<file path="src/rtl/soc_bus_pkg.sv">
package soc_bus_pkg;

   // bus widths
   localparam int ADDR_W      = 16;
   localparam int DATA_W      = 32;
   localparam int STRB_W      = DATA_W / 8;
   localparam int WORD_LSB    = $clog2(STRB_W);

   // internal sram size
   localparam int SRAM_ADDR_W = 10;
   localparam int SRAM_WORDS  = 1 << SRAM_ADDR_W;

   // bit 15 set means peripheral space
   localparam int PERIPH_SEL_BIT = 15;

   typedef logic [ADDR_W-1:0]      addr_t;
   typedef logic [DATA_W-1:0]      data_t;
   // all zeros is a read
   typedef logic [STRB_W-1:0]      strb_t;
   typedef logic [SRAM_ADDR_W-1:0] sram_idx_t;

   // word offset inside the peripheral space
   typedef logic [PERIPH_SEL_BIT-WORD_LSB-1:0] per_offs_t;

   // peripheral register map, word offsets
   localparam per_offs_t GPIO_OFFS    = 'd0;
   localparam per_offs_t SCRATCH_OFFS = 'd1;
   localparam per_offs_t ID_OFFS      = 'd2;

   localparam data_t PERIPH_ID = 32'h50c0_0001;

endpackage

</file>
<file path="src/rtl/periph_regs.sv">
`timescale 1ns/1ps

module periph_regs (
   input  logic                clk_i,
   input  logic                rst_i,
   input  logic                req_valid_i,
   input  soc_bus_pkg::addr_t  addr_i,
   input  soc_bus_pkg::data_t  wdata_i,
   input  soc_bus_pkg::strb_t  wstrb_i,
   output logic                req_ready_o,
   output logic                rsp_valid_o,
   output soc_bus_pkg::data_t  rdata_o,
   output soc_bus_pkg::data_t  gpio_o
);
   import soc_bus_pkg::*;

   logic      live_q;
   logic      acc;
   logic      wr;
   per_offs_t offs;
   data_t     gpio_q;
   data_t     scratch_q;
   data_t     rd_mux;

   // replace only the strobed bytes
   function automatic data_t merge_bytes(data_t old_val, data_t new_val, strb_t strb);
      data_t res;
      res = old_val;
      for (int b = 0; b < STRB_W; b++) begin
         if (strb[b]) begin
            res[8*b +: 8] = new_val[8*b +: 8];
         end
      end
      return res;
   endfunction

   assign req_ready_o = live_q;
   assign acc         = req_valid_i & live_q;
   assign wr          = acc & (|wstrb_i);
   assign offs        = addr_i[PERIPH_SEL_BIT-1:WORD_LSB];
   assign gpio_o      = gpio_q;

   // unmapped offsets read zero
   always_comb begin
      case (offs)
         GPIO_OFFS:    rd_mux = gpio_q;
         SCRATCH_OFFS: rd_mux = scratch_q;
         ID_OFFS:      rd_mux = PERIPH_ID;
         default:      rd_mux = '0;
      endcase
   end

   // ID word has no write path
   always_ff @(posedge clk_i) begin
      if (rst_i) begin
         live_q      <= 1'b0;
         rsp_valid_o <= 1'b0;
         gpio_q      <= '0;
         scratch_q   <= '0;
      end else begin
         live_q      <= 1'b1;
         rsp_valid_o <= acc;
         if (wr && offs == GPIO_OFFS) begin
            gpio_q <= merge_bytes(gpio_q, wdata_i, wstrb_i);
         end
         if (wr && offs == SCRATCH_OFFS) begin
            scratch_q <= merge_bytes(scratch_q, wdata_i, wstrb_i);
         end
      end
   end

   always_ff @(posedge clk_i) begin
      if (acc) begin
         rdata_o <= rd_mux;
      end
   end

   // the split must hold off a second request until this one answers
   a_no_back_to_back_rsp: assert property (
      @(posedge clk_i) disable iff (rst_i) rsp_valid_o |=> !rsp_valid_o);

endmodule

</file>
<file path="config.mk">
export PLATFORM = sky130hd
export DESIGN_NAME = periph_regs
export DESIGN_NICKNAME = d
export VERILOG_FILES = /design/src/rtl/soc_bus_pkg.sv /design/src/rtl/periph_regs.sv
export SDC_FILE = /design/constraint.sdc
export NUM_CORES = 1
export LEC_CHECK = 0
export ABC_CLOCK_PERIOD_IN_PS = 2140
export BUFFER_PORTS_ARGS = -buffer_cell sky130_fd_sc_hd__buf_2
export CORE_UTILIZATION = 30
export CTS_BUF_LIST = sky130_fd_sc_hd__clkbuf_8
export DETAILED_ROUTE_END_ITERATION = 10
export PLACE_DENSITY_LB_ADDON = 0.12
export SLEW_MARGIN = 10
export SYNTH_ARGS = -nofsm -noshare
export SYNTH_HDL_FRONTEND = slang
export SYNTH_SLANG_ARGS = --single-unit
</file>
<file path="constraint.sdc">
create_clock -name clk_i -period 2.14 [get_ports clk_i]
set_input_delay 0.107 -clock clk_i [delete_from_list [all_inputs] [get_ports clk_i]]
set_output_delay 0.107 -clock clk_i [all_outputs]
set_load 0.005 [all_outputs]
</file>
==> results of run 1 <==
==> cells in the final DEF (no fill, tap or decap) <==
cell type | synthesis | routed
buf_4 | 9 | 12
buf_12 | 0 | 4
nor2b_1 | 2 | 1
clkbuf_8 | 0 | 13
and4_2 | 0 | 1
and4b_1 | 8 | 8
nor3_4 | 1 | 1
a21oi_1 | 69 | 69
and2_1 | 2 | 1
nand3_1 | 64 | 64
dlygate4sd3_1 | 0 | 22
nand4b_1 | 8 | 8
bufinv_16 | 0 | 1
nand4b_4 | 1 | 1
nand4_2 | 1 | 1
nor2_1 | 17 | 17
and2_2 | 0 | 1
edfxtp_1 | 32 | 32
nor2b_2 | 0 | 1
nor4_4 | 1 | 1
inv_1 | 1 | 3
or4_1 | 1 | 1
nor4_2 | 1 | 1
a22o_1 | 27 | 27
dfxtp_1 | 66 | 66
o21ai_0 | 64 | 64
buf_2 | 7 | 117
==> through the flow <==
step                hold WS [ns]  util (%)
global placement           0.378      36.6
finish                    0.0130      39.9
global route             0.00564      39.9
CTS                     0.000859      39.9
detailed placement         0.383      36.6
floorplan                  0.259         -
==> timing repair <==
| item | 4_1_cts | 5_1_grt |
|---|---|---|
| hold endpoints to repair | 35 | 0 |
| hold buffers | 22 | 0 |
| gates resized for setup | 0 | 0 |
| buffers inserted | 0 | 0 |
==> area by class of cell <==
| cell class | count | share of cell area (%) |
|---|---|---|
| inverters | 1 | 0.0713 |
| repair buffers | 155 | 18.5 |
| clock inverters | 3 | 0.713 |
| well taps | 176 | 4.18 |
| multi-input cells | 268 | 29.8 |
| clock buffers | 13 | 3.40 |
| flip-flops and latches | 98 | 43.3 |
==> sequential cells by signal (all words and copies together) (netlist names) <==
register     flops
gpio_o          32
req_ready_o      1
scratch_q       32
rdata_o         32
rsp_valid_o      1
==> power groups by stage <==
stage	clock network, mW	registers [mW]	logic (mW)
finish	1.28	1.93	0.203
global route	1.39	1.93	0.221
CTS	1.32	1.93	0.204
detailed placement	0	1.97	0.173
global placement	0	1.97	0.171
floorplan	0	1.98	0.0610
==> worst max-delay path, stage by stage (launching register included) <==
cell and delay, ns:
dfxtp_1 0.32, and2_2 0.23, and4_2 0.45, buf_12 0.22
nand3_1 0.09, a21oi_1 0.16
==> final timing paths <==
path	from	end	slack [ns]	depth (start not counted)
max reg2reg	req_ready_o	gpio_o[19]	0.60	5
min	wdata_i[15]	gpio_o[15]	0.01	3
max	req_ready_o	gpio_o[19]	0.60	5
min reg2reg	scratch_q[3]	scratch_q[3]	0.47	2
==> metal layers <==
metal  global-route usage [%]  routed length, µm  vias to the layer above
met1                     23.1               5650                     1721
li1                         -                  -                     1773
met4                     8.01                299                        2
met5                        0                 12                        -
met2                     27.2               5590                      110
met3                     3.23                544                       22
==> kinds of logic (layout without fill, tap and decap cells) <==
logic type | after synthesis | after routing
DFF | 98 | 98
and+or+nand+nor | 108 | 108
AOI/OAI and AO/OA | 160 | 160
buffers and inverters | 39 | 172
==> impl_metrics.py, run 1 <==
metrics = {
    "status": {
        "status": "completed",
    },
    "cells_and_area": {
        "final_cell_area_mm2": 0.00527,
        "n_antenna_cell": 0,
        "synthToLayoutAreaGrowth_pct": 30.1,
        "layout-drive-gt1-share_pct": 28.8,
        "register_area_mm2": 0.00228,
        "layout.nets": 588,
        "final_cells": 714,
        "multi_input_area_mm2": 0.00157,
        "fillCellCount": 1332,
    },
    "synthesis": {
        "synth_edf_count": 32,
        "synth_top_area_share_pct": 32.6,
        "synth_simple_gate_area_share_pct": 16.3,
        "synthFlopType": "dfxtp_1",
        "netlist_instances": 405,
        "synth-compound-area-share_pct": 22.3,
        "synth_xor_xnor_area_share_pct": 0,
        "synthMuxAreaShare_pct": 0,
        "netlist_top_cells_count": "a21oi_1, dfxtp_1, nand3_1, o21ai_0, edfxtp_1",
        "syn_area_per_cell_um2": 10.0,
        "async_flop_share_pct": 0,
        "yosys_register_bits": 98,
        "syn-num-nets": 460,
        "synth_top_family_by_area": "compound AO/OA/AOI/OAI gates",
        "yosysMostFrequentCell": "a21oi_1",
        "synth_adder_area_share_pct": 0,
        "yosys.area.top_type": "dfxtp_1",
        "synth-seq-area-share_pct": 56.3,
        "synth_cell_types": 24,
        "ys_warn_count": 0,
        "synth.area.top_cells": "dfxtp_1, edfxtp_1, a21oi_1",
        "synth_area_mm2": 0.00405,
    },
    "power": {
        "pwr-share-seq_pct": 56.6,
        "vdd_ir_drop_max_uv": 274,
        "powerDensity_mw_per_mm2": 648,
        "p_comb_share_pct": 5.9,
        "internal_power_mw": 2.68,
        "clkPwrFrac_pct": 37.5,
        "p_leak_nw": 2.05,
        "p_sw_share_pct": 21.4,
        "total_power_mw": 3.41,
        "p_switching_mw": 0.729,
    },
    "sta": {
        "tns_ns": 0,
        "rsz0062_at_grt": "no",
        "fin_crit_sh_pct": 72.1,
        "fin_skew_ns": 0.00649,
        "finalCriticalPeriod_ns": 1.54,
        "worst-slew-pin-transition_ns": 0.709,
        "drv_slew": 0,
        "slew_headroom_pct": 52.8,
        "setup_ws_ns": 0.597,
        "finalHoldViolCount": 0,
        "max_freq_mhz": 648,
        "setup-violations-final": 0,
    },
    "placed_design": {
        "port_buffers": 117,
        "dp_cells": 676,
        "postPlaceCellArea_mm2": 0.00483,
        "hpwl_mm": 7.70,
        "dpl_worst_slack_ns": 0.315,
        "gp_congestion": 0.727,
    },
    "clock_tree": {
        "cts_tree": "done",
        "cts_buffer_depth": 2,
        "insertion_delay_ns": 0.36,
        "htree_levels": 3,
        "cts_sinks": 98,
        "numCtsBuffers": 9,
        "cts_root_buffer": "clkbuf_8",
        "clk_transition_reported_paths_ns": 0.09,
    },
    "worst_setup_path": {
        "crit_path_max_fanout": 26,
        "startpoint_type": "register",
        "worstSetupEndpointType": "register",
        "arrival_ns": 1.83,
        "crit_type": "register to register",
        "critical_path_required_ns": 2.42,
    },
    "detailed_routing": {
        "ant_nets": 0,
        "drc": 0,
        "wl_per_cell_um": 16.9,
        "vias": 3628,
        "drtPass1Iterations": 5,
        "routed_wl_mm": 12.1,
        "via_per_inst": 5.08,
        "first_iter_violations": 243,
    },
    "die": {
        "row_count": 42,
        "die_w_um": 118,
        "fp.dieH_um": 118,
        "die_area_mm2": 0.0140,
        "core_region_area_mm2": 0.0132,
        "start_util_pct": 30.7,
        "io_pins": 121,
    },
    "global_routing": {
        "grt_pass1_wl_mm": 18.3,
        "grt_max_degree": 39,
        "antenna_found_initial": 1,
        "grt_overflow_total": 0,
        "grt_pass1_vias": 3468,
        "track_usage_pct": 17.3,
    },
    "min_path": {
        "hp-class": "input pin to register",
    },
    "run": {
        "cap_violations": 0,
    },
}
(Power assumes the default switching activity.)
==> run 2: changes to the inputs <==
- ABC_CLOCK_PERIOD_IN_PS: 2140 -> 1500
- clock period: 2.14 -> 1.5 ns (I/O delays scaled with it)
==> run 2 against run 1 <==
  * Power grew 36%
  * Register-to-register slack lost 0.46 ns
  * Global-route usage grew 0.78 points
  * Hold slack gained 0.096 ns
  * Combinational power grew 61%
  * Clock skew grew 0.0016 ns
  * Utilization grew 2.0 points
  * Critical path type unchanged
  * Critical endpoint is now gpio_o[29]
  * Largest power group unchanged
==> impl_metrics.py, run 2 (synthesized netlist as in run 1, its figures left out) <==
metrics = {
    "detailed_routing": {
        "ant_nets": 0,
        "vias": 3714,
        "drtPass1Iterations": 6,
        "wl_per_cell_um": 16.4,
        "drc": 0,
        "via_per_inst": 4.95,
        "routed_wl_mm": 12.3,
        "first_iter_violations": 203,
    },
    "placed_design": {
        "dpl_worst_slack_ns": -0.109,
        "gp_congestion": 0.736,
        "hpwl_mm": 8.03,
        "postPlaceCellArea_mm2": 0.00503,
        "dp_cells": 701,
        "port_buffers": 117,
    },
    "clock_tree": {
        "insertion_delay_ns": 0.37,
        "cts_setup_buffers": 0,
        "ctsHoldBuffers": 33,
        "cts_buffer_depth": 2,
        "cts_sinks": 98,
        "numCtsBuffers": 9,
        "cts_resized": 0,
        "htree_levels": 3,
        "cts_tree": "done",
        "cts_root_buffer": "clkbuf_8",
        "clk_transition_reported_paths_ns": 0.09,
    },
    "worst_setup_path": {
        "arrival_ns": 1.66,
        "startpoint_type": "register",
        "worstSetupEndpointType": "register",
        "max_stage_delay_ns": 0.33,
        "critical_path_required_ns": 1.80,
        "slowest_stage": "dfxtp_1",
        "crit_path_max_fanout": 32,
        "crit_chain": "and2_4 > and4_2 > buf_12 > nand3_1 > a21oi_1",
        "crit_type": "register to register",
    },
    "sta": {
        "finalHoldViolCount": 0,
        "timing.hold.ws_ns": 0.109,
        "rsz0062_at_grt": "no",
        "tns_ns": 0,
        "fin_crit_sh_pct": 90.7,
        "max_freq_mhz": 735,
        "slew_headroom_pct": 72.9,
        "worst-slew-pin-transition_ns": 0.406,
        "drv_slew": 0,
        "finalCriticalPeriod_ns": 1.36,
        "fin_skew_ns": 0.00813,
        "setup-violations-final": 0,
        "setup_ws_ns": 0.140,
    },
    "die": {
        "die_w_um": 118,
        "row_count": 42,
        "die_area_mm2": 0.0140,
        "fp.dieH_um": 118,
        "core_region_area_mm2": 0.0132,
        "start_util_pct": 30.7,
        "io_pins": 121,
    },
    "cells_and_area": {
        "final_common_cell": "buf_2",
        "synthToLayoutAreaGrowth_pct": 36.6,
        "n_antenna_cell": 0,
        "final_cells": 750,
        "fin_util_pct": 42.0,
        "final_cell_area_mm2": 0.00553,
        "layout.nets": 624,
        "final_cell_mix": "buf_2, a21oi_1, dfxtp_1, o21ai_0, nand3_1",
        "layout-drive-gt1-share_pct": 31.5,
    },
    "power": {
        "vdd_ir_drop_max_uv": 305,
        "total_power_mw": 4.65,
        "powerDensity_mw_per_mm2": 840,
        "p_leak_nw": 2.20,
    },
    "run": {
        "cap_violations": 0,
    },
    "global_routing": {
        "grt_max_degree": 37,
        "antenna_found_initial": 0,
        "track_usage_pct": 18.1,
        "grt_pass1_wl_mm": 19.4,
        "grt_pass1_vias": 3637,
        "grt_overflow_total": 0,
    },
    "status": {
        "status": "completed",
    },
    "min_path": {
        "hp-class": "input pin to register",
    },
}
-- run 2: cell types whose count changed in the layout (fill, tap and decap cells not counted), sizes merged --
cell         change
inv              -1
dlygate4sd3     +11
buf             +25
clkbuf           -3
clkinv           +3
clkinvlp         +2
bufinv           -1
-- run 2: final timing paths --
check                           slack [ns]  depth (start not counted)             to           from
worst min-delay path                  0.11                          2     rdata_o[0]    req_valid_i
worst max-delay path                  0.14                          5     gpio_o[29]    req_ready_o
worst min register to register        0.48                          2  scratch_q[31]  scratch_q[31]
worst max register to register        0.14                          5     gpio_o[29]    req_ready_o
-- run 2: cell type report --
cell class | instances | area [µm²]
tap | 176 | 220
sequential | 98 | 2280
multi-input combinational | 268 | 1570
clock buffer | 10 | 138
clock inverter | 6 | 33.8
inverter | 1 | 3.75
fill | 1331 | 7660
timing repair buffer | 191 | 1290
-- run 2: per-layer routing --
metal,global-route usage (%),routed length [µm],vias to the layer above
met1,23.0,5470,1748
met5,0,0,-
met4,5.85,116,0
met2,30.4,6010,115
li1,-,-,1845
met3,4.05,706,6
-- run 2: where the power goes --
| part | internal (mW) | switching [mW] | total, mW |
|---|---|---|---|
| Clock | 0.634 | 0.932 | 1.57 |
| Sequential | 2.75 | 0.00547 | 2.75 |
| Combinational | 0.164 | 0.162 | 0.326 |
-- run 2: critical path, delay by kind of cell (launching register included) --
| kind | cells | cell delay [ns] |
|---|---|---|
| simple gates | 3 | 0.59 |
| buf+inv | 1 | 0.20 |
| compound gates | 1 | 0.15 |
| flops | 1 | 0.33 |
