==> config.mk <==
export PLATFORM = sky130hd
export DESIGN_NAME = sram_arbiter
export DESIGN_NICKNAME = d
export VERILOG_FILES = /design/src/rtl/soc_bus_pkg.sv /design/src/rtl/sram_arbiter.sv
export SDC_FILE = /design/constraint.sdc
export NUM_CORES = 1
export LEC_CHECK = 0
export ABC_AREA = 1
export BUFFER_PORTS_ARGS = -buffer_cell sky130_fd_sc_hd__buf_2
export CORE_AREA = 5 5 82 84
export CTS_CLUSTER_SIZE = 28
export DETAILED_ROUTE_END_ITERATION = 16
export DIE_AREA = 0 0 87 89
export HOLD_SLACK_MARGIN = 0.03
export PLACE_DENSITY_LB_ADDON = 0.3
export SLEW_MARGIN = 20
export SYNTH_ARGS = -nofsm -noshare
export SYNTH_HDL_FRONTEND = slang
export SYNTH_SLANG_ARGS = --single-unit
==> constraint.sdc <==
create_clock -name clk_i -period 1.7 [get_ports clk_i]
set_input_delay 0.34 -clock clk_i [delete_from_list [all_inputs] [get_ports clk_i]]
set_output_delay 0.34 -clock clk_i [all_outputs]
set_load 0.02 [all_outputs]
==> src/rtl/soc_bus_pkg.sv <==
package soc_bus_pkg;

   // bus widths
   localparam int ADDR_W      = 16;
   localparam int DATA_W      = 32;
   localparam int STRB_W      = DATA_W / 8;
   localparam int WORD_LSB    = $clog2(STRB_W);

   // internal sram size
   localparam int SRAM_ADDR_W = 10;
   localparam int SRAM_WORDS  = 1 << SRAM_ADDR_W;

   // bit 15 set means peripheral space
   localparam int PERIPH_SEL_BIT = 15;

   typedef logic [ADDR_W-1:0]      addr_t;
   typedef logic [DATA_W-1:0]      data_t;
   // all zeros is a read
   typedef logic [STRB_W-1:0]      strb_t;
   typedef logic [SRAM_ADDR_W-1:0] sram_idx_t;

   // word offset inside the peripheral space
   typedef logic [PERIPH_SEL_BIT-WORD_LSB-1:0] per_offs_t;

   // peripheral register map, word offsets
   localparam per_offs_t GPIO_OFFS    = 'd0;
   localparam per_offs_t SCRATCH_OFFS = 'd1;
   localparam per_offs_t ID_OFFS      = 'd2;

   localparam data_t PERIPH_ID = 32'h50c0_0001;

endpackage

==> src/rtl/sram_arbiter.sv <==
`timescale 1ns/1ps

module sram_arbiter (
   input  logic                    clk_i,
   input  logic                    rst_i,
   // instruction port, read only
   input  logic                    i_req_valid_i,
   input  soc_bus_pkg::addr_t      i_addr_i,
   output logic                    i_req_ready_o,
   output logic                    i_rsp_valid_o,
   output soc_bus_pkg::data_t      i_rdata_o,
   // data port
   input  logic                    d_req_valid_i,
   input  soc_bus_pkg::addr_t      d_addr_i,
   input  soc_bus_pkg::data_t      d_wdata_i,
   input  soc_bus_pkg::strb_t      d_wstrb_i,
   output logic                    d_req_ready_o,
   output logic                    d_rsp_valid_o,
   output soc_bus_pkg::data_t      d_rdata_o,
   // sram link
   output logic                    s_req_valid_o,
   output soc_bus_pkg::sram_idx_t  s_idx_o,
   output soc_bus_pkg::data_t      s_wdata_o,
   output soc_bus_pkg::strb_t      s_wstrb_o,
   input  logic                    s_rsp_valid_i,
   input  soc_bus_pkg::data_t      s_rdata_i
);
   import soc_bus_pkg::*;

   typedef enum logic [1:0] {
      idle,
      wait_i,
      wait_d
   } arb_state_t;

   arb_state_t state_q;
   logic       live_q;
   logic       last_d_q;
   logic       free;
   logic       gnt_i;
   logic       gnt_d;

   assign free = live_q & (state_q == idle);

   // on contention the port not served last wins
   assign gnt_i = free & i_req_valid_i & (~d_req_valid_i | last_d_q);
   assign gnt_d = free & d_req_valid_i & (~i_req_valid_i | ~last_d_q);

   assign i_req_ready_o = gnt_i;
   assign d_req_ready_o = gnt_d;

   // byte address to word index
   assign s_req_valid_o = gnt_i | gnt_d;
   assign s_idx_o       = gnt_d ? d_addr_i[WORD_LSB +: SRAM_ADDR_W]
                                : i_addr_i[WORD_LSB +: SRAM_ADDR_W];
   assign s_wdata_o     = d_wdata_i;
   assign s_wstrb_o     = gnt_d ? d_wstrb_i : '0;

   // response goes back only to the owner
   assign i_rsp_valid_o = s_rsp_valid_i & (state_q == wait_i);
   assign d_rsp_valid_o = s_rsp_valid_i & (state_q == wait_d);
   assign i_rdata_o     = s_rdata_i;
   assign d_rdata_o     = s_rdata_i;

   always_ff @(posedge clk_i) begin
      if (rst_i) begin
         state_q  <= idle;
         live_q   <= 1'b0;
         last_d_q <= 1'b0;
      end else begin
         live_q <= 1'b1;
         case (state_q)
            idle: begin
               if (gnt_i) begin
                  state_q  <= wait_i;
                  last_d_q <= 1'b0;
               end else if (gnt_d) begin
                  state_q  <= wait_d;
                  last_d_q <= 1'b1;
               end
            end
            wait_i, wait_d: begin
               if (s_rsp_valid_i) begin
                  state_q <= idle;
               end
            end
            default: state_q <= idle;
         endcase
      end
   end

   // a port that lost to the other gets the next grant
   a_rr_turn_i: assert property (
      @(posedge clk_i) disable iff (rst_i) $past(gnt_d && i_req_valid_i, 2) |-> gnt_i);
   a_rr_turn_d: assert property (
      @(posedge clk_i) disable iff (rst_i) $past(gnt_i && d_req_valid_i, 2) |-> gnt_d);
   // sram answers exactly one cycle later, and only while someone waits
   a_sram_latency: assert property (
      @(posedge clk_i) disable iff (rst_i) s_req_valid_o |=> s_rsp_valid_i);
   a_rsp_in_wait: assert property (
      @(posedge clk_i) disable iff (rst_i) s_rsp_valid_i |-> state_q != idle);

endmodule

==> results of run 1 <==
cells in the mapped netlist:
cell / number
inv_4: 1
buf_12: 1
nand2_1: 35
ha_1: 3
inv_1: 16
nor2_4: 1
o21ai_0: 1
nand2_2: 5
a31oi_1: 1
buf_4: 97
nor2_1: 8
nand3_1: 2
nand2_4: 1
a211oi_1: 1
dfxtp_1: 4
final timing paths:
kind                    from    endpoint  slack (ns)  cells after the start
setup / recovery  state_q[0]  s_idx_o[6]       -0.09                      9
hold / removal         rst_i  state_q[0]        0.32                      2
setup reg to reg  state_q[0]  state_q[1]        0.41                      7
hold reg to reg     last_d_q    last_d_q        0.55                      2
kinds of logic (layout without fill, tap and decap cells):
group	count (synthesis)	count (layout)	synth area share, %
AOI/OAI and AO/OA	3	3	1.596
adders and majority gates	3	3	3.192
buffers and inverters	115	79	69.26
DFF	4	4	6.809
and+or+nand+nor	52	52	19.15
power breakdown:
group	internal, mW	switching, mW	total (mW)
clock network	0.150	0.0438	0.194
logic	0.174	0.186	0.360
registers	0.103	0.00484	0.108
sequential cells by signal, summed over array words and instances, names as in the netlist:
register	count
live_q	1
state_q	2
last_d_q	1
critical path, stage by stage, from the launching register on:
cell and delay, ns:
dfxtp_2 0.31, inv_2 0.07, ha_4 0.15, nand2_4 0.05
nor2_4 0.15, nand2_8 0.11, buf_12 0.17, nand2_2 0.06
nand2_2 0.04, buf_6 0.12
metal layers:
| metal | track usage (%) | share of wire [%] | up-vias | routed length [um] |
|---|---|---|---|---|
| met5 | 0 | 0 | - | 0 |
| met4 | 8.357 | 9.5 | 0 | 234 |
| met3 | 2.673 | 16 | 28 | 397 |
| met2 | 9.041 | 52 | 48 | 1277 |
| met1 | 3.926 | 23 | 323 | 564 |
| li1 | - | - | 358 | - |
cell type report:
| class | count | area (um^2) |
|---|---|---|
| timing repair inverter | 1 | 6.256 |
| multi-input combinational | 58 | 387.9 |
| sequential | 4 | 82.58 |
| timing repair buffer | 58 | 422.9 |
| fill | 659 | 4745 |
| tap | 75 | 93.84 |
| inverter | 17 | 71.32 |
| clock buffer | 3 | 41.29 |
timing repair:
action / CTS / global route
gates resized for setup: 40 / 28
hold buffers: 0 / 0
endpoints found under the setup margin: 17 / 17
endpoints found under the hold margin: 0 / 0
pin swaps: 10 / 7
cloned: 1 / 0
buffers inserted: 5 / 2
through the flow:
step	setup slack, ns	instance area (um^2)
after global routing	-0.1719	1106
after global placement	0.01892	799.5
final	-0.09397	1106
after detailed placement	0.01606	799.5
after CTS	-0.1326	997.2
after floorplan	0.1014	1176
==> summary.md, run 1 <==
| Metric | Value |
|---|---|
| WS Path Type | `reg -> out` |
| I/O pin cnt | `220` |
| CP Capture Type | `output port` |
| Net Count, Synth | `285` |
| Avg Inst Size Synth | `around 6.6 um^2` |
| Min Tclk post-route | `between 1.5 and 2 ns` |
| Vias per inst | `~3.5` |
| Leading area contributor after synthesis | `buf_4` |
| Synthesis-stage register bit count | `4` |
| Unique cell type count in the Yosys netlist | `15` |
| Post-placement cell count | `205` |
| Gr usage total | `approximately 5.6%` |
| Initial Util | `20.10%` |
| Port Buf Inserts | `47` |
| Max Cap Violations | `0` |
| Syn. warnings | `0` |
| Post-Route Utilization | `a little under a fifth` |
| Period utilisation layout | `105.5%` |
| Post-DRT Antenna Nets | `0` |
| HPWL Detailed | `a little under 2000 um` |
| Inserted Diodes | `0` |
| Total Wirelength | `2475 um` |
| Crit-path max FO | `8` |
| Drt first-iter violations | `10` |
| Max_slew headroom | `a little under nine tenths` |
| Post-route non-filler standard cell count | `around 220` |
| CTS tree | `yes` |
| Commonest cells after routing, fill and taps aside | `31 x buf_2, 21 x nand2_2, 15 x nand2_1` |
| Die height | `~90 um` |
| Skew-Pair Late Insertion Delay | `0.21 ns` |
| Total power | `0.6623 mW` |
| Clock root buffer master | `clkbuf_8` |
| Most common cell after layout, fill and taps aside | `buf_2` |
| Register area share after synthesis | `between 6 and 7%` |
| Synth top area cells | `buf_4 62%, nand2_1 11%, dfxtp_1 6.8%` |
| Cell Area, Synth | `1176 um^2` |
| Max Clk Rate | `~560 MHz` |
| Status | `finished with violations` |
| Pwr/cell area | `between 500 and 600 nW/um^2` |
| Initial antenna violation count | `0` |
| CP required | `between 1 and 1.5 ns` |
| Least-Margin Pin Slew | `approximately 0.21 ns` |
| Worst setup SP type | `flip-flop` |
| CP arrival | `between 1 and 1.5 ns` |
| Syn Inst Count | `between 150 and 200` |
| Nets | `~250` |
| Area delta synth->final | `-5.958%` |
| RSZ-0062 raised after global routing | `true` |
| Top cell type's share of synthesized area | `between 60 and 70%` |
| Static leakage | `0.6190 nW` |
| Cell row count | `28` |
| Core ar. | `between 5000 and 6000 um^2` |
| Gpl congestion | `0.7057` |
| Skew final | `about 0.0022 ns` |
| Clock transition at path regs | `~0.030 ns` |
| Fin Hold WS | `about 0.32 ns` |
| H-tree depth | `1` |
| Vias in the first global route | `707` |
| Congestion Overflow GR | `0` |
| Die ar. | `7743 um^2` |
| CTS max path bufs | `2` |
| Total CTS buffers | `3` |
| Violated checks | `setup timing` |
| Maximum vdd drop | `roughly 0.18 mV` |
| Drt drc | `0` |
| WL per Instance | `approximately 11 um` |
| First-pass GRT wire length | `roughly 3200 um` |
| Slack of the critical path | `-0.09397 ns` |
| Setup TNS | `-1.136 ns` |
| 1st-pass router iterations | `4` |
| Slew Viols, Final | `0` |
| Share of layout cells above drive strength 1 | `70.21%` |
| Die W | `~87 um` |
| Largest net degree at the start of global routing | `9` |
| Setup violators final | `15` |
| Clock sink count | `4` |
| Via count of the routed design | `about 760` |
| Worst hold path type | `in -> reg` |
| Hold Vio Cnt, Final | `0` |
Power figures use the tool's default switching activity.
==> inputs of run 2 (changes only) <==
CORE_AREA = 2 2 86 88   (was 5 5 82 84)
DIE_AREA = 0 0 88 90   (was 0 0 87 89)
==> summary.md, run 2 (synthesized netlist as in run 1, its figures left out) <==
| Metric | Value |
|---|---|
| Status | `finished with violations (unchanged)` |
| Violated checks | `setup timing (unchanged)` |
| Period utilisation layout | `105.2% (was 105.5%)` |
| Post-DRT Antenna Nets | `0 (unchanged)` |
| Global routing usage on met3 | `2.938% (was 2.673%)` |
| Hold Vio Cnt, Final | `0 (unchanged)` |
| Post-Route Utilization | `16.68% (was 18.91%)` |
| Total CTS buffers | `3 (unchanged)` |
| CP Capture Type | `output port (unchanged)` |
| Worst r2r dst | `state_q[1] (unchanged)` |
| Gpl congestion | `0.7016 (was 0.7057)` |
| Vias in the first global route | `773 (was 707)` |
| Core ar. | `7020 um^2 (was 5851 um^2)` |
| WL per Instance | `9.812 um (was 11.46 um)` |
| Crit path largest cell delay | `0.31 ns (about the same)` |
| Skew final | `0.0008507 ns (was 0.002153 ns)` |
| Internal reg-to-reg setup slack | `0.32 ns (was 0.41 ns)` |
| I/O pin cnt | `220 (unchanged)` |
| Least-Margin Pin Slew | `0.2175 ns (was 0.2079 ns)` |
| Die W | `88 um (was 87 um)` |
| Grt met1 use | `4.586% (was 3.926%)` |
| Port Buf Inserts | `47 (unchanged)` |
| Crit path max-delay family | `simple AND/OR/NAND/NOR gates (unchanged)` |
| Clock sink count | `4 (unchanged)` |
| Via count of the routed design | `760 (was 757)` |
| Post-placement cell count | `230 (was 205)` |
| Max_slew headroom | `85.41% (was 86.10%)` |
| Die height | `90 um (was 89 um)` |
| Inserted Diodes | `0 (unchanged)` |
| Crit-path max FO | `7 (was 8)` |
| Hold Crit Start | `rst_i (unchanged)` |
| Static leakage | `0.6273 nW (was 0.6190 nW)` |
| Worst setup SP type | `flip-flop (unchanged)` |
| WS Path Type | `reg -> out (unchanged)` |
| Met2 Resource Use GR | `8.775% (was 9.041%)` |
| Largest Register | `state_q (unchanged)` |
| Setup violators final | `14 (was 15)` |
| Cell row count | `31 (was 28)` |
| CTS tree | `yes (unchanged)` |
| Max Cap Violations | `0 (unchanged)` |
| Max Clk Rate | `559.4 MHz (was 557.4 MHz)` |
| Max reg flops | `2 (unchanged)` |
| Min Tclk post-route | `1.788 ns (was 1.794 ns)` |
| 1st-pass router iterations | `3 (was 4)` |
| Drt first-iter violations | `6 (was 10)` |
| Maximum vdd drop | `0.1689 mV (was 0.1835 mV)` |
| Die ar. | `7920 um^2 (was 7743 um^2)` |
| CP required | `1.36 ns (about the same)` |
| Largest registers | `state_q: 2 flops, last_d_q: 1 flops, live_q: 1 flops (unchanged)` |
| First-pass GRT wire length | `3381 um (was 3249 um)` |
| WHS Endpoint | `state_q[0] (unchanged)` |
| Area delta synth->final | `-0.4258% (was -5.958%)` |
| R2R Path Start | `state_q[0] (unchanged)` |
| Slew Viols, Final | `0 (unchanged)` |
| Fin Hold WS | `0.3179 ns (was 0.3198 ns)` |
| Nets | `250 (was 251)` |
| Clock root buffer master | `clkbuf_8 (unchanged)` |
| Clock transition at path regs | `0.03 ns (about the same)` |
| HPWL Detailed | `1787 um (was 1962 um)` |
| Hold Path Depth | `2 (unchanged)` |
| Total power | `0.6747 mW (was 0.6623 mW)` |
| Commonest cells after routing, fill and taps aside | `31 x buf_2, 20 x nand2_2, 17 x buf_6 (was 31 x buf_2, 21 x nand2_2, 15 x nand2_1)` |
| Post-route non-filler standard cell count | `239 (was 216)` |
| Setup TNS | `-0.8984 ns (was -1.136 ns)` |
| Worst hold path type | `in -> reg (unchanged)` |
| RSZ-0062 raised after global routing | `true (unchanged)` |
| Skew-Pair Late Insertion Delay | `0.21 ns (about the same)` |
| Initial Util | `16.75% (was 20.10%)` |
| Most Frequent Cell on Critical Path | `nand2_2 (unchanged)` |
| CTS max path bufs | `2 (unchanged)` |
| Worst Path Buf+Inv | `3 (unchanged)` |
| Slowest CP cell | `dfxtp_2 (unchanged)` |
| Slack of the critical path | `-0.08755 ns (was -0.09397 ns)` |
| Share of layout cells above drive strength 1 | `71.43% (was 70.21%)` |
| Pwr/cell area | `576.1 nW/um^2 (was 598.8 nW/um^2)` |
| CP arrival | `1.45 ns (about the same)` |
| Total Wirelength | `2345 um (was 2475 um)` |
| Initial antenna violation count | `0 (unchanged)` |
| R2r worst-path depth | `8 (was 7)` |
| Most common cell after layout, fill and taps aside | `buf_2 (unchanged)` |
| Congestion Overflow GR | `0 (unchanged)` |
| Drt drc | `0 (unchanged)` |
| GRT Max-Usage Layer | `met2 (unchanged)` |
| Gr usage total | `5.494% (was 5.566%)` |
| Vias per inst | `3.180 (was 3.505)` |
| Largest net degree at the start of global routing | `12 (was 9)` |
| Cell Chain, Critical Path | `inv_2, ha_4, nand2_4, nor2_4, nand2_8, buf_8, nand2_2, nand2_2, buf_6 (was inv_2, ha_4, nand2_4, nor2_4, nand2_8, buf_12, nand2_2, nand2_2, buf_6)` |
| # hold bufs at CTS | `0 (unchanged)` |
| H-tree depth | `1 (unchanged)` |
==> run 2: changes by cell type in the layout (fill, tap and decap cells not counted), sizes merged <==
cell,previous run,this run
buf,57,58
clkinv,0,1
inv,18,16
clkbuf,4,3
==> run 2: metal layers <==
| metal | part of all wire [%] | wire, um | vias to the layer above |
|---|---|---|---|
| li1 | - | - | 352 |
| met1 | 31 | 731 | 329 |
| met2 | 48 | 1119 | 43 |
| met3 | 13 | 305 | 36 |
| met4 | 8.0 | 188 | 0 |
| met5 | 0 | 0 | - |
==> run 2: area by class of cell <==
type,count,area [um^2]
fillers,822,5849
inverters,17,76.32
flip-flops and latches,4,82.58
repair buffers,58,429.2
clock buffers,3,41.29
multi-input cells,58,417.9
well taps,99,123.9
==> run 2: how the worst max path moves through the flow <==
stage                     cells after the start  slack [ns]            to       start
after floorplan                               7        0.10  s_wstrb_o[0]  state_q[0]
after global placement                        9        0.02    s_idx_o[7]  state_q[0]
after detailed placement                      9        0.04    s_idx_o[9]  state_q[0]
after CTS                                     9       -0.11    s_idx_o[9]  state_q[1]
after global routing                          9       -0.16    s_idx_o[1]  state_q[0]
final                                         9       -0.09    s_idx_o[2]  state_q[0]
==> run 2: worst register-to-register path: cells and delay by family, from the launching register on <==
family                     cells  cell delay [ns]
buffers and inverters          3             0.29
AOI/OAI and AO/OA              1             0.24
DFF                            1             0.31
adders and majority gates      1             0.15
and+or+nand+nor                3             0.27
==> run 2: metrics by stage <==
step / cell area, um^2 / setup slack [ns]
final: 1171 / -0.08755
after global routing: 1171 / -0.1649
after CTS: 1052 / -0.1065
after detailed placement: 824.5 / 0.04309
after global placement: 824.5 / 0.01651
after floorplan: 1176 / 0.1014
==> run 2: repair_timing <==
item                                    CTS  global route
cloned                                    0             0
endpoints found under the setup margin   17            17
gates resized for setup                  60            21
setup buffers                             1             5
pin swaps                                14             6
==> run 2: where the power goes <==
group          internal, mW  switching [mW]
registers             0.103         0.00496
clock network         0.151          0.0448
logic                 0.179           0.193
total                 0.432           0.243
