## src/rtl/soc_bus_pkg.sv

```systemverilog
package soc_bus_pkg;

   // bus widths
   localparam int ADDR_W      = 16;
   localparam int DATA_W      = 32;
   localparam int STRB_W      = DATA_W / 8;
   localparam int WORD_LSB    = $clog2(STRB_W);

   // internal sram size
   localparam int SRAM_ADDR_W = 10;
   localparam int SRAM_WORDS  = 1 << SRAM_ADDR_W;

   // bit 15 set means peripheral space
   localparam int PERIPH_SEL_BIT = 15;

   typedef logic [ADDR_W-1:0]      addr_t;
   typedef logic [DATA_W-1:0]      data_t;
   // all zeros is a read
   typedef logic [STRB_W-1:0]      strb_t;
   typedef logic [SRAM_ADDR_W-1:0] sram_idx_t;

   // word offset inside the peripheral space
   typedef logic [PERIPH_SEL_BIT-WORD_LSB-1:0] per_offs_t;

   // peripheral register map, word offsets
   localparam per_offs_t GPIO_OFFS    = 'd0;
   localparam per_offs_t SCRATCH_OFFS = 'd1;
   localparam per_offs_t ID_OFFS      = 'd2;

   localparam data_t PERIPH_ID = 32'h50c0_0001;

endpackage

```

## src/rtl/data_bus_split.sv

```systemverilog
`timescale 1ns/1ps

module data_bus_split (
   input  logic                clk_i,
   input  logic                rst_i,
   // data master
   input  logic                m_req_valid_i,
   input  soc_bus_pkg::addr_t  m_addr_i,
   input  soc_bus_pkg::data_t  m_wdata_i,
   input  soc_bus_pkg::strb_t  m_wstrb_i,
   output logic                m_req_ready_o,
   output logic                m_rsp_valid_o,
   output soc_bus_pkg::data_t  m_rdata_o,
   // sram side
   output logic                mem_req_valid_o,
   output soc_bus_pkg::addr_t  mem_addr_o,
   output soc_bus_pkg::data_t  mem_wdata_o,
   output soc_bus_pkg::strb_t  mem_wstrb_o,
   input  logic                mem_req_ready_i,
   input  logic                mem_rsp_valid_i,
   input  soc_bus_pkg::data_t  mem_rdata_i,
   // peripheral side
   output logic                per_req_valid_o,
   output soc_bus_pkg::addr_t  per_addr_o,
   output soc_bus_pkg::data_t  per_wdata_o,
   output soc_bus_pkg::strb_t  per_wstrb_o,
   input  logic                per_req_ready_i,
   input  logic                per_rsp_valid_i,
   input  soc_bus_pkg::data_t  per_rdata_i
);
   import soc_bus_pkg::*;

   logic sel_per;
   logic acc;
   logic rsp;
   logic pend_q;
   logic pend_per_q;

   assign sel_per = m_addr_i[PERIPH_SEL_BIT];

   // request goes to one side only, and only with nothing outstanding
   assign mem_req_valid_o = m_req_valid_i & ~pend_q & ~sel_per;
   assign per_req_valid_o = m_req_valid_i & ~pend_q & sel_per;

   assign mem_addr_o  = m_addr_i;
   assign mem_wdata_o = m_wdata_i;
   assign mem_wstrb_o = m_wstrb_i;
   assign per_addr_o  = m_addr_i;
   assign per_wdata_o = m_wdata_i;
   assign per_wstrb_o = m_wstrb_i;

   assign m_req_ready_o = ~pend_q & (sel_per ? per_req_ready_i : mem_req_ready_i);
   assign acc           = m_req_valid_i & m_req_ready_o;

   // response steered from the side that holds the access
   assign rsp           = pend_per_q ? per_rsp_valid_i : mem_rsp_valid_i;
   assign m_rsp_valid_o = pend_q & rsp;
   assign m_rdata_o     = pend_per_q ? per_rdata_i : mem_rdata_i;

   always_ff @(posedge clk_i) begin
      if (rst_i) begin
         pend_q     <= 1'b0;
         pend_per_q <= 1'b0;
      end else if (acc) begin
         pend_q     <= 1'b1;
         pend_per_q <= sel_per;
      end else if (m_rsp_valid_o) begin
         pend_q     <= 1'b0;
      end
   end

   // a slave may only answer the access it was given
   a_per_rsp_owned: assert property (
      @(posedge clk_i) disable iff (rst_i) per_rsp_valid_i |-> pend_q && pend_per_q);
   a_mem_rsp_owned: assert property (
      @(posedge clk_i) disable iff (rst_i) mem_rsp_valid_i |-> pend_q && !pend_per_q);

endmodule

```

## config.mk

```make
export PLATFORM = sky130hd
export DESIGN_NAME = data_bus_split
export DESIGN_NICKNAME = d
export VERILOG_FILES = /design/src/rtl/soc_bus_pkg.sv /design/src/rtl/data_bus_split.sv
export SDC_FILE = /design/constraint.sdc
export NUM_CORES = 1
export LEC_CHECK = 0
export BUFFER_PORTS_ARGS = -buffer_cell sky130_fd_sc_hd__buf_4
export CAP_MARGIN = 15
export CORE_AREA = 8 8 96 98
export DETAILED_ROUTE_END_ITERATION = 7
export DIE_AREA = 0 0 104 106
export REMOVE_ABC_BUFFERS = 1
export SLEW_MARGIN = 20
export SYNTH_ARGS = -nofsm -noshare
export SYNTH_HDL_FRONTEND = slang
export SYNTH_SLANG_ARGS = --single-unit
```

## constraint.sdc

```tcl
create_clock -name clk_i -period 2.3 [get_ports clk_i]
set_input_delay 0.23 -clock clk_i [delete_from_list [all_inputs] [get_ports clk_i]]
set_output_delay 0.23 -clock clk_i [all_outputs]
set_load 0.01 [all_outputs]
```

==> results of run 1 <==
[Yosys cell counts, drive strengths merged]
library cell	count
a211oi	1
and3b	1
and4bb	1
buf	108
dfxtp	2
inv	1
mux2	32
mux2i	2
nand3b	1
nor2	1
nor2b	2
nor3b	1
o21bai	1
o2bb2ai	1
or3b	1
[registers in the layout, indices dropped and copies added, names as in the netlist]
signal      count
pend_q          1
pend_per_q      1
[metal layers]
metal	global-route usage	up-vias	share of wire
met5	0.0179	-	0.0021
met4	0.0165	4	0.0027
met3	0.278	9	0.27
met2	0.399	228	0.53
met1	0.111	435	0.20
li1	-	416	-
[cells by family (layout without fill, tap and decap cells)]
kind of cell,count (synthesis),after routing,share of synthesized area
AOI/OAI and AO/OA,3,3,0.0199
buffers and inverters,109,115,0.574
and+or+nand+nor,8,8,0.0433
muxes,34,34,0.336
DFF,2,2,0.0277
[power groups by stage]
stage	logic (mW)	clock network, mW	registers, mW
floorplan	0.106	0	0.0478
global placement	0.290	0	0.0422
detailed placement	0.295	0	0.0424
CTS	0.295	0.142	0.0420
global route	0.309	0.148	0.0429
finish	0.292	0.138	0.0421
[metrics by stage]
| step | total power [mW] | setup WS [ns] | std cells | hold slack (ns) |
|---|---|---|---|---|
| 2_1_floorplan | 0.153 | 0.203 | 48 | 0.407 |
| 4_1_cts | 0.479 | 0.591 | 267 | 0.299 |
| 3_5_place_dp | 0.337 | 0.813 | 264 | 0.460 |
| 3_3_place_gp | 0.332 | 0.832 | 264 | 0.460 |
| 5_1_grt | 0.500 | 0.533 | 267 | 0.300 |
| 6_report | 0.472 | 0.591 | 267 | 0.298 |
[worst min-delay path by stage]
stage,start,endpoint,slack [ns],cells after the start
floorplan,rst_i,pend_q,0.41,2
global placement,m_addr_i[13],mem_addr_o[13],0.46,0
detailed placement,m_addr_i[13],mem_addr_o[13],0.46,0
CTS,rst_i,pend_per_q,0.30,3
global route,rst_i,pend_per_q,0.30,3
finish,rst_i,pend_per_q,0.30,3
[critical path: stages, from the launching register on]
cell and delay [ns]:
dfxtp_2 0.47, buf_4 0.29, mux2_2 0.36, buf_4 0.15
[area by class of cell]
class                           count  share of cell area
Clock buffer                        3              0.0252
Inverter                            1             0.00229
Multi-Input combinational cell     45               0.352
Sequential cell                     2              0.0252
Tap cell                          105              0.0801
Timing Repair Buffer              111               0.516
==> flow_summary_export.csv, run 1 <==
group,metric,value,unit
yosys,syn_area_per_cell,9.27,um^2
sta,rsz0062_at_grt,"false",
power,clockPowerShare,0.293,
finish,fillCellCount,896,
sta,tightest_slew,0.236,ns
routing,drc_errors,0,
cts,cts_root_buf,"clkbuf_8",
place,portBuffers,109,
critical_path,reg2regPathDepth,2,
cts,postCtsSetupRepairBufs,0,
power,power_density,288,mW/mm^2
critical_path,rrSetupSlack,1.32,ns
routing,vias,1092,
power,power.share.switching,0.269,
finish,antenna_cells,0,
yosys,ys_ff_latch,2,
finish,post-route-util,0.209,
sta,slew-limit-headroom,0.838,
critical_path,r2r-end,"pend_q",
routing,drtPass1Iterations,3,
sta,fin_crit_sh,0.743,
sta,period_needed,1.71,ns
power,p_leak,0.824,nW
critical_path,worstSetupEndpointType,"output port",
critical_path,startpoint,"pend_per_q",
sta,finalSetupTns,0,ns
sta,slew_viol_final,0,
sta,setup_violations,0,
routing,detail_route.wl_per_cell,46.6,um
critical_path,critPathArrivalTime,1.48,ns
sta,fin_skew,0.000197,ns
yosys,synthTopCellsByArea,"buf_4, mux2_4, buf_6",
routing,ant_nets,0,
critical_path,cp-start-kind,"flop",
routing,first_iter_violations,28,
floorplan,die_h,106,um
power,pwr-share-seq,0.089,
cts,clk_pin_slew,0.03,ns
finish,multi_input_area,577,um^2
floorplan,coreArea,0.00785,mm^2
cts,cts.repair.resized,0,
critical_path,critPathCapture,"m_rdata_o[31]",
critical_path,cp_max_fo,11,
cts,ctsHoldBuffers,0,
power,ir_worst_vdd,115,uV
power,pwr-share-comb,0.618,
finish,drive_gt1_frac,0.926,
routing,wl,12400,um
critical_path,r2r_start,"pend_per_q",
yosys,yosysSeqAreaShare,0.0277,
power,p_switching,127,uW
sta,hold_violations,0,
cts,worst_skew_pair.late_latency,0.21,ns
cts,cts_buffer_depth,2,
yosys,postSynthCellCount,156,
yosys,yosys.cell_types.count,17,
floorplan,rows,33,
cts,numCtsBuffers,3,
floorplan,fp.dieW,104,um
yosys,synth_top_area_cell,"buf_4",
cts,cts.sinks,2,
routing,vias_per_cell,4.09,
finish,layout_commonest_cell,"buf_4",
yosys,netlist_area,0.00145,mm^2
finish,layout_common_cells,"buf_4, mux2_4, mux2_2",
yosys,yosysWarnings,0,
place,dpl_cell_area,0.00160,mm^2
finish,fin_nets,287,
finish,stdcell_area,0.00164,mm^2
global_routing,track_usage,0.212,
place,gp_congestion,0.861,
global_routing,grt_first_pass_wirelength,15000,um
critical_path,path_class,"reg2out",
min_path,hold_class,"in2reg",
power,p_int,345,uW
global_routing,grt_pass1_vias,1213,
flow_run,drv_cap,0,
status,status,"finished clean",
critical_path,required,2.07,ns
global_routing,antenna_found_initial,2,
finish,syn_to_final_growth,13.4,%
sta,max_freq,585,MHz
global_routing,gr-total-overflow,0,
floorplan,dieArea,0.0110,mm^2
yosys,yosysTopAreaCellShare,0.540,
finish,final-seq-area,41.3,um^2
cts,tritoncts,"done",
floorplan,initial_core_util,0.184,
floorplan,io_pins,263,
cts,h-tree-depth,1,
global_routing,grt_max_degree,18,
No activity file was read; power rests on OpenSTA's default activity.
==> inputs of run 2 (changes only) <==
--- a/config.mk
+++ b/config.mk
@@ -7,9 +7,9 @@
 export LEC_CHECK = 0
 export BUFFER_PORTS_ARGS = -buffer_cell sky130_fd_sc_hd__buf_4
 export CAP_MARGIN = 15
-export CORE_AREA = 8 8 96 98
+export CORE_AREA = 8 8 97 99
 export DETAILED_ROUTE_END_ITERATION = 7
-export DIE_AREA = 0 0 104 106
+export DIE_AREA = 0 0 105 107
 export REMOVE_ABC_BUFFERS = 1
 export SLEW_MARGIN = 20
 export SYNTH_ARGS = -nofsm -noshare
==> constraint.sdc (replaced) <==
create_clock -name clk_i -period 1.4 [get_ports clk_i]
set_input_delay 0.14 -clock clk_i [delete_from_list [all_inputs] [get_ports clk_i]]
set_output_delay 0.14 -clock clk_i [all_outputs]
set_load 0.01 [all_outputs]
==> run 2 against run 1 <==
Against the previous run: flip-flop and latch count is the same; largest cell class unchanged; total power increased by 74%; highest routed layer unchanged; count of clock-buffer cells in the layout did not move.
==> flow_summary_export.csv, run 2 (synthesis results as in run 1) <==
group,metric,value,unit
critical_path,worstSetupEndpointType,"output port",
flow_run,drv_cap,0,
routing,detail_route.wl_per_cell,46.6,um
routing,drtPass1Iterations,4,
finish,largest_registers,"pend_per_q: 1 flops, pend_q: 1 flops",
cts,cts.sinks,2,
routing,drc_errors,0,
cts,cts_buffer_depth,2,
power,power_density,469,mW/mm^2
critical_path,critPathArrivalTime,1.23,ns
cts,ctsHoldBuffers,0,
critical_path,cp_slowest_cell,"dfxtp_4",
sta,rsz0062_at_grt,"true",
critical_path,required,1.26,ns
floorplan,dieArea,0.0112,mm^2
finish,final-seq-area,43.8,um^2
place,portBuffers,109,
status,status,"finished clean",
critical_path,startpoint,"pend_per_q",
sta,fin_crit_sh,0.982,
critical_path,reg2regPathDepth,4,
finish,layout_commonest_cell,"buf_4",
cts,tritoncts,"done",
finish,fillCellCount,879,
floorplan,rows,33,
min_path,hold_class,"in2reg",
critical_path,cp_cell_sequence,"buf_12, mux2_4, buf_6",
floorplan,coreArea,0.00793,mm^2
critical_path,r2r_start,"pend_per_q",
sta,hold_violations,0,
place,dpl_cell_area,0.00161,mm^2
cts,cts_root_buf,"clkbuf_8",
critical_path,r2r-end,"pend_per_q",
cts,h-tree-depth,1,
global_routing,track_usage,0.206,
critical_path,cp-start-kind,"flop",
global_routing,gr-total-overflow,0,
sta,slew-limit-headroom,0.841,
routing,first_iter_violations,24,
sta,max_freq,727,MHz
floorplan,io_pins,263,
sta,finalSetupTns,0,ns
critical_path,path_class,"reg2out",
sta,fin_skew,0.000148,ns
cts,worst_skew_pair.late_latency,0.21,ns
sta,setup_violations,0,
finish,post-route-util,0.220,
floorplan,initial_core_util,0.182,
critical_path,critPathCapture,"m_rdata_o[17]",
global_routing,grt_pass1_vias,1152,
critical_path,cpPeakStageDelay,0.38,ns
place,dp_hpwl,11900,um
sta,slew_viol_final,0,
global_routing,grt_first_pass_wirelength,14800,um
finish,layout_common_cells,"buf_4, mux2_4, buf_6",
critical_path,cp_max_fo,15,
finish,drive_gt1_frac,0.933,
finish,fin_nets,289,
power,ir_worst_vdd,471,uV
routing,vias,1108,
critical_path,rrSetupSlack,0.42,ns
cts,clk_pin_slew,0.03,ns
floorplan,fp.dieW,105,um
routing,vias_per_cell,4.12,
routing,wl,12500,um
routing,ant_nets,0,
finish,stdcell_area,0.00175,mm^2
finish,antenna_cells,0,
finish,syn_to_final_growth,20.8,%
power,fin_total_pwr,820,uW
floorplan,die_h,107,um
sta,tightest_slew,0.232,ns
global_routing,antenna_found_initial,1,
place,gp_congestion,0.891,
global_routing,grt_max_degree,20,
min_path,min_path_cells,3,
cts,numCtsBuffers,3,
power,p_leak,0.866,nW
finish,multi_input_area,584,um^2
sta,period_needed,1.37,ns
run 2: report_power, final:
group          switching [mW]  internal [mW]  total, mW
combinational           0.167          0.353      0.520
clock                  0.0517          0.182      0.234
sequential            0.00608         0.0597     0.0658
run 2: what timing repair did:
action	4_1_cts	5_1_grt
buffers inserted	0	1
setup endpoints to repair	4	4
cloned	0	1
resized for setup	2	15
run 2: cell type report:
| cell class | instances | area share |
|---|---|---|
| Timing Repair Buffer | 113 | 0.540 |
| Multi-Input combinational cell | 45 | 0.334 |
| Tap cell | 105 | 0.0752 |
| Sequential cell | 2 | 0.0251 |
| Clock buffer | 3 | 0.0236 |
| Inverter | 1 | 0.00215 |
run 2: worst min path at each step:
stage | to | slack (ns) | from
4_1_cts | pend_per_q | 0.20 | rst_i
3_3_place_gp | mem_addr_o[13] | 0.28 | m_addr_i[13]
2_1_floorplan | mem_addr_o[0] | 0.28 | m_addr_i[0]
3_5_place_dp | mem_addr_o[13] | 0.28 | m_addr_i[13]
5_1_grt | pend_q | 0.22 | rst_i
6_report | pend_per_q | 0.20 | rst_i
run 2: critical path, delay by kind of cell (launching register included):
family / cells / cell delay [ns]
muxes: 1 / 0.33
DFF: 1 / 0.38
buffers and inverters: 2 / 0.30
run 2: metal layers:
metal	vias to the layer above	wire [um]	GRT usage	part of all wire
met1	446	2310	0.101	0.18
met5	-	13	0.0268	0.0010
met4	2	287	0.0489	0.023
met2	226	6450	0.374	0.51
li1	422	-	-	-
met3	12	3480	0.281	0.28
run 2: through the flow:
stage / hold WS, ns / setup WS [ns] / instances
2_1_floorplan: 0.280 / -0.607 / 48
3_3_place_gp: 0.280 / 0.224 / 264
3_5_place_dp: 0.280 / 0.217 / 264
4_1_cts: 0.202 / -0.00140 / 267
5_1_grt: 0.222 / -0.00606 / 269
6_report: 0.203 / 0.0251 / 269
==> inputs of run 3 (changes only) <==
==> constraint.sdc (replaced) <==
create_clock -name clk_i -period 1.4 [get_ports clk_i]
set_input_delay 0.28 -clock clk_i [delete_from_list [all_inputs] [get_ports clk_i]]
set_output_delay 0.28 -clock clk_i [all_outputs]
set_load 0.01 [all_outputs]
==> run 3 against run 2 <==
Against the previous run: the flow now finishes with violations (setup timing); die area stayed put; first-iteration DRC count grew 4.2%; register-to-register slack about the same; cell count unchanged; highest routed layer unchanged; utilization increased by 0.71 points; total power grew 1.8%; via count up 1.5%; count of clock-buffer cells in the layout is the same.
==> flow_summary_export.csv, run 3 (synthesis results as in run 1) <==
group,metric,value,unit
finish,antenna_cells,0,
place,dpl_cell_area,0.00161,mm^2
global_routing,track_usage,0.206,
cts,numCtsBuffers,3,
global_routing,grt_pass1_vias,1183,
sta,setup_violations,33,
critical_path,critPathArrivalTime,1.23,ns
power,power_density,462,mW/mm^2
cts,h-tree-depth,1,
finish,syn_to_final_growth,24.7,%
global_routing,gr-total-overflow,0,
critical_path,cpPeakStageDelay,0.38,ns
floorplan,fp.dieW,105,um
routing,ant_nets,0,
sta,fin_crit_sh,1.08,
critical_path,cp_cell_sequence,"buf_12, mux2_4, buf_6",
floorplan,coreArea,0.00793,mm^2
place,gp_congestion,0.891,
global_routing,grt_max_degree,20,
floorplan,rows,33,
floorplan,die_h,107,um
routing,vias,1125,
routing,vias_per_cell,4.18,
routing,drtPass1Iterations,4,
place,dp_hpwl,11900,um
routing,first_iter_violations,25,
global_routing,antenna_found_initial,1,
finish,post-route-util,0.228,
sta,tightest_slew,0.246,ns
sta,hold_violations,0,
min_path,hold_class,"in2reg",
power,fin_total_pwr,834,uW
critical_path,worstSetupEndpointType,"output port",
routing,drc_errors,0,
floorplan,initial_core_util,0.182,
critical_path,required,1.12,ns
finish,drive_gt1_frac,0.933,
finish,largest_registers,"pend_per_q: 1 flops, pend_q: 1 flops",
finish,fin_nets,289,
sta,slew_viol_final,0,
critical_path,cp_max_fo,15,
sta,fin_skew,0.000980,ns
flow_run,drv_cap,0,
cts,cts_root_buf,"clkbuf_8",
power,ir_worst_vdd,312,uV
cts,cts.sinks,2,
global_routing,grt_first_pass_wirelength,14900,um
sta,final.setup.worst_slack,-0.109,ns
status,violations,"setup timing",
sta,slew-limit-headroom,0.831,
sta,rsz0062_at_grt,"true",
cts,ctsHoldBuffers,0,
cts,cts_buffer_depth,2,
finish,layout_commonest_cell,"buf_4",
cts,tritoncts,"done",
critical_path,cp_slowest_cell,"dfxtp_4",
sta,max_freq,663,MHz
floorplan,io_pins,263,
routing,wl,12500,um
critical_path,path_class,"reg2out",
cts,clk_pin_slew,0.03,ns
place,portBuffers,109,
finish,stdcell_area,0.00180,mm^2
sta,period_needed,1.51,ns
power,p_leak,0.885,nW
floorplan,dieArea,0.0112,mm^2
routing,detail_route.wl_per_cell,46.6,um
critical_path,cp-start-kind,"flop",
status,status,"complete, but fails checks",
cts,worst_skew_pair.late_latency,0.21,ns
finish,layout_common_cells,"buf_4, mux2_4, buf_6",
[run 3: cell count changes in the layout (fill, tap and decap cells not counted)]
cell / delta
buf_6: +15
buf_4: -15
[run 3: worst paths after layout]
check	start	endpoint	slack, ns	cells after the start
setup / recovery	pend_per_q	m_rdata_o[17]	-0.11	3
hold / removal	rst_i	pend_per_q	0.35	3
setup reg to reg	pend_per_q	pend_per_q	0.42	4
hold reg to reg	pend_q	pend_q	0.68	2
[run 3: repair_timing]
| item | CTS | global route |
|---|---|---|
| pin swaps | 0 | 0 |
| buffers inserted | 1 | 0 |
| gates cloned | 0 | 1 |
| gates resized for setup | 30 | 2 |
| setup endpoints to repair | 33 | 33 |
[run 3: worst max-delay path, delay by kind of cell (launching register included)]
kind                   cells  cell delay, ns
buffers and inverters      2            0.29
muxes                      1            0.33
DFF                        1            0.38
[run 3: report_power, final]
part / internal [mW] / total [mW] / switching, mW
logic: 0.372 / 0.544 / 0.172
clock network: 0.182 / 0.225 / 0.0430
registers: 0.0598 / 0.0663 / 0.00651
total: 0.613 / 0.834 / 0.221
[run 3: layout make-up]
| cell class | instances | area (um^2) |
|---|---|---|
| repair buffers | 113 | 1000 |
| well taps | 105 | 131 |
| inverters | 1 | 3.75 |
| multi-input cells | 45 | 584 |
| clock buffers | 3 | 41.3 |
| flip-flops and latches | 2 | 43.8 |
| fillers | 885 | 6120 |
[run 3: through the flow]
stage | setup WS, ns | hold WS, ns | instances | TNS [ns]
final | -0.109 | 0.353 | 269 | -2.73
after global routing | -0.143 | 0.365 | 269 | -4.01
after CTS | -0.135 | 0.348 | 268 | -2.83
after detailed placement | 0.0777 | 0.560 | 264 | 0
after global placement | 0.0838 | 0.560 | 264 | 0
after floorplan | -0.747 | 0.457 | 48 | -22.45
[run 3: routing by layer]
metal	global-route usage	routed length, um	up-vias
met5	0.0268	13	-
met4	0.0601	368	2
met3	0.283	3490	12
met2	0.373	6410	224
met1	0.0972	2260	465
li1	-	-	422
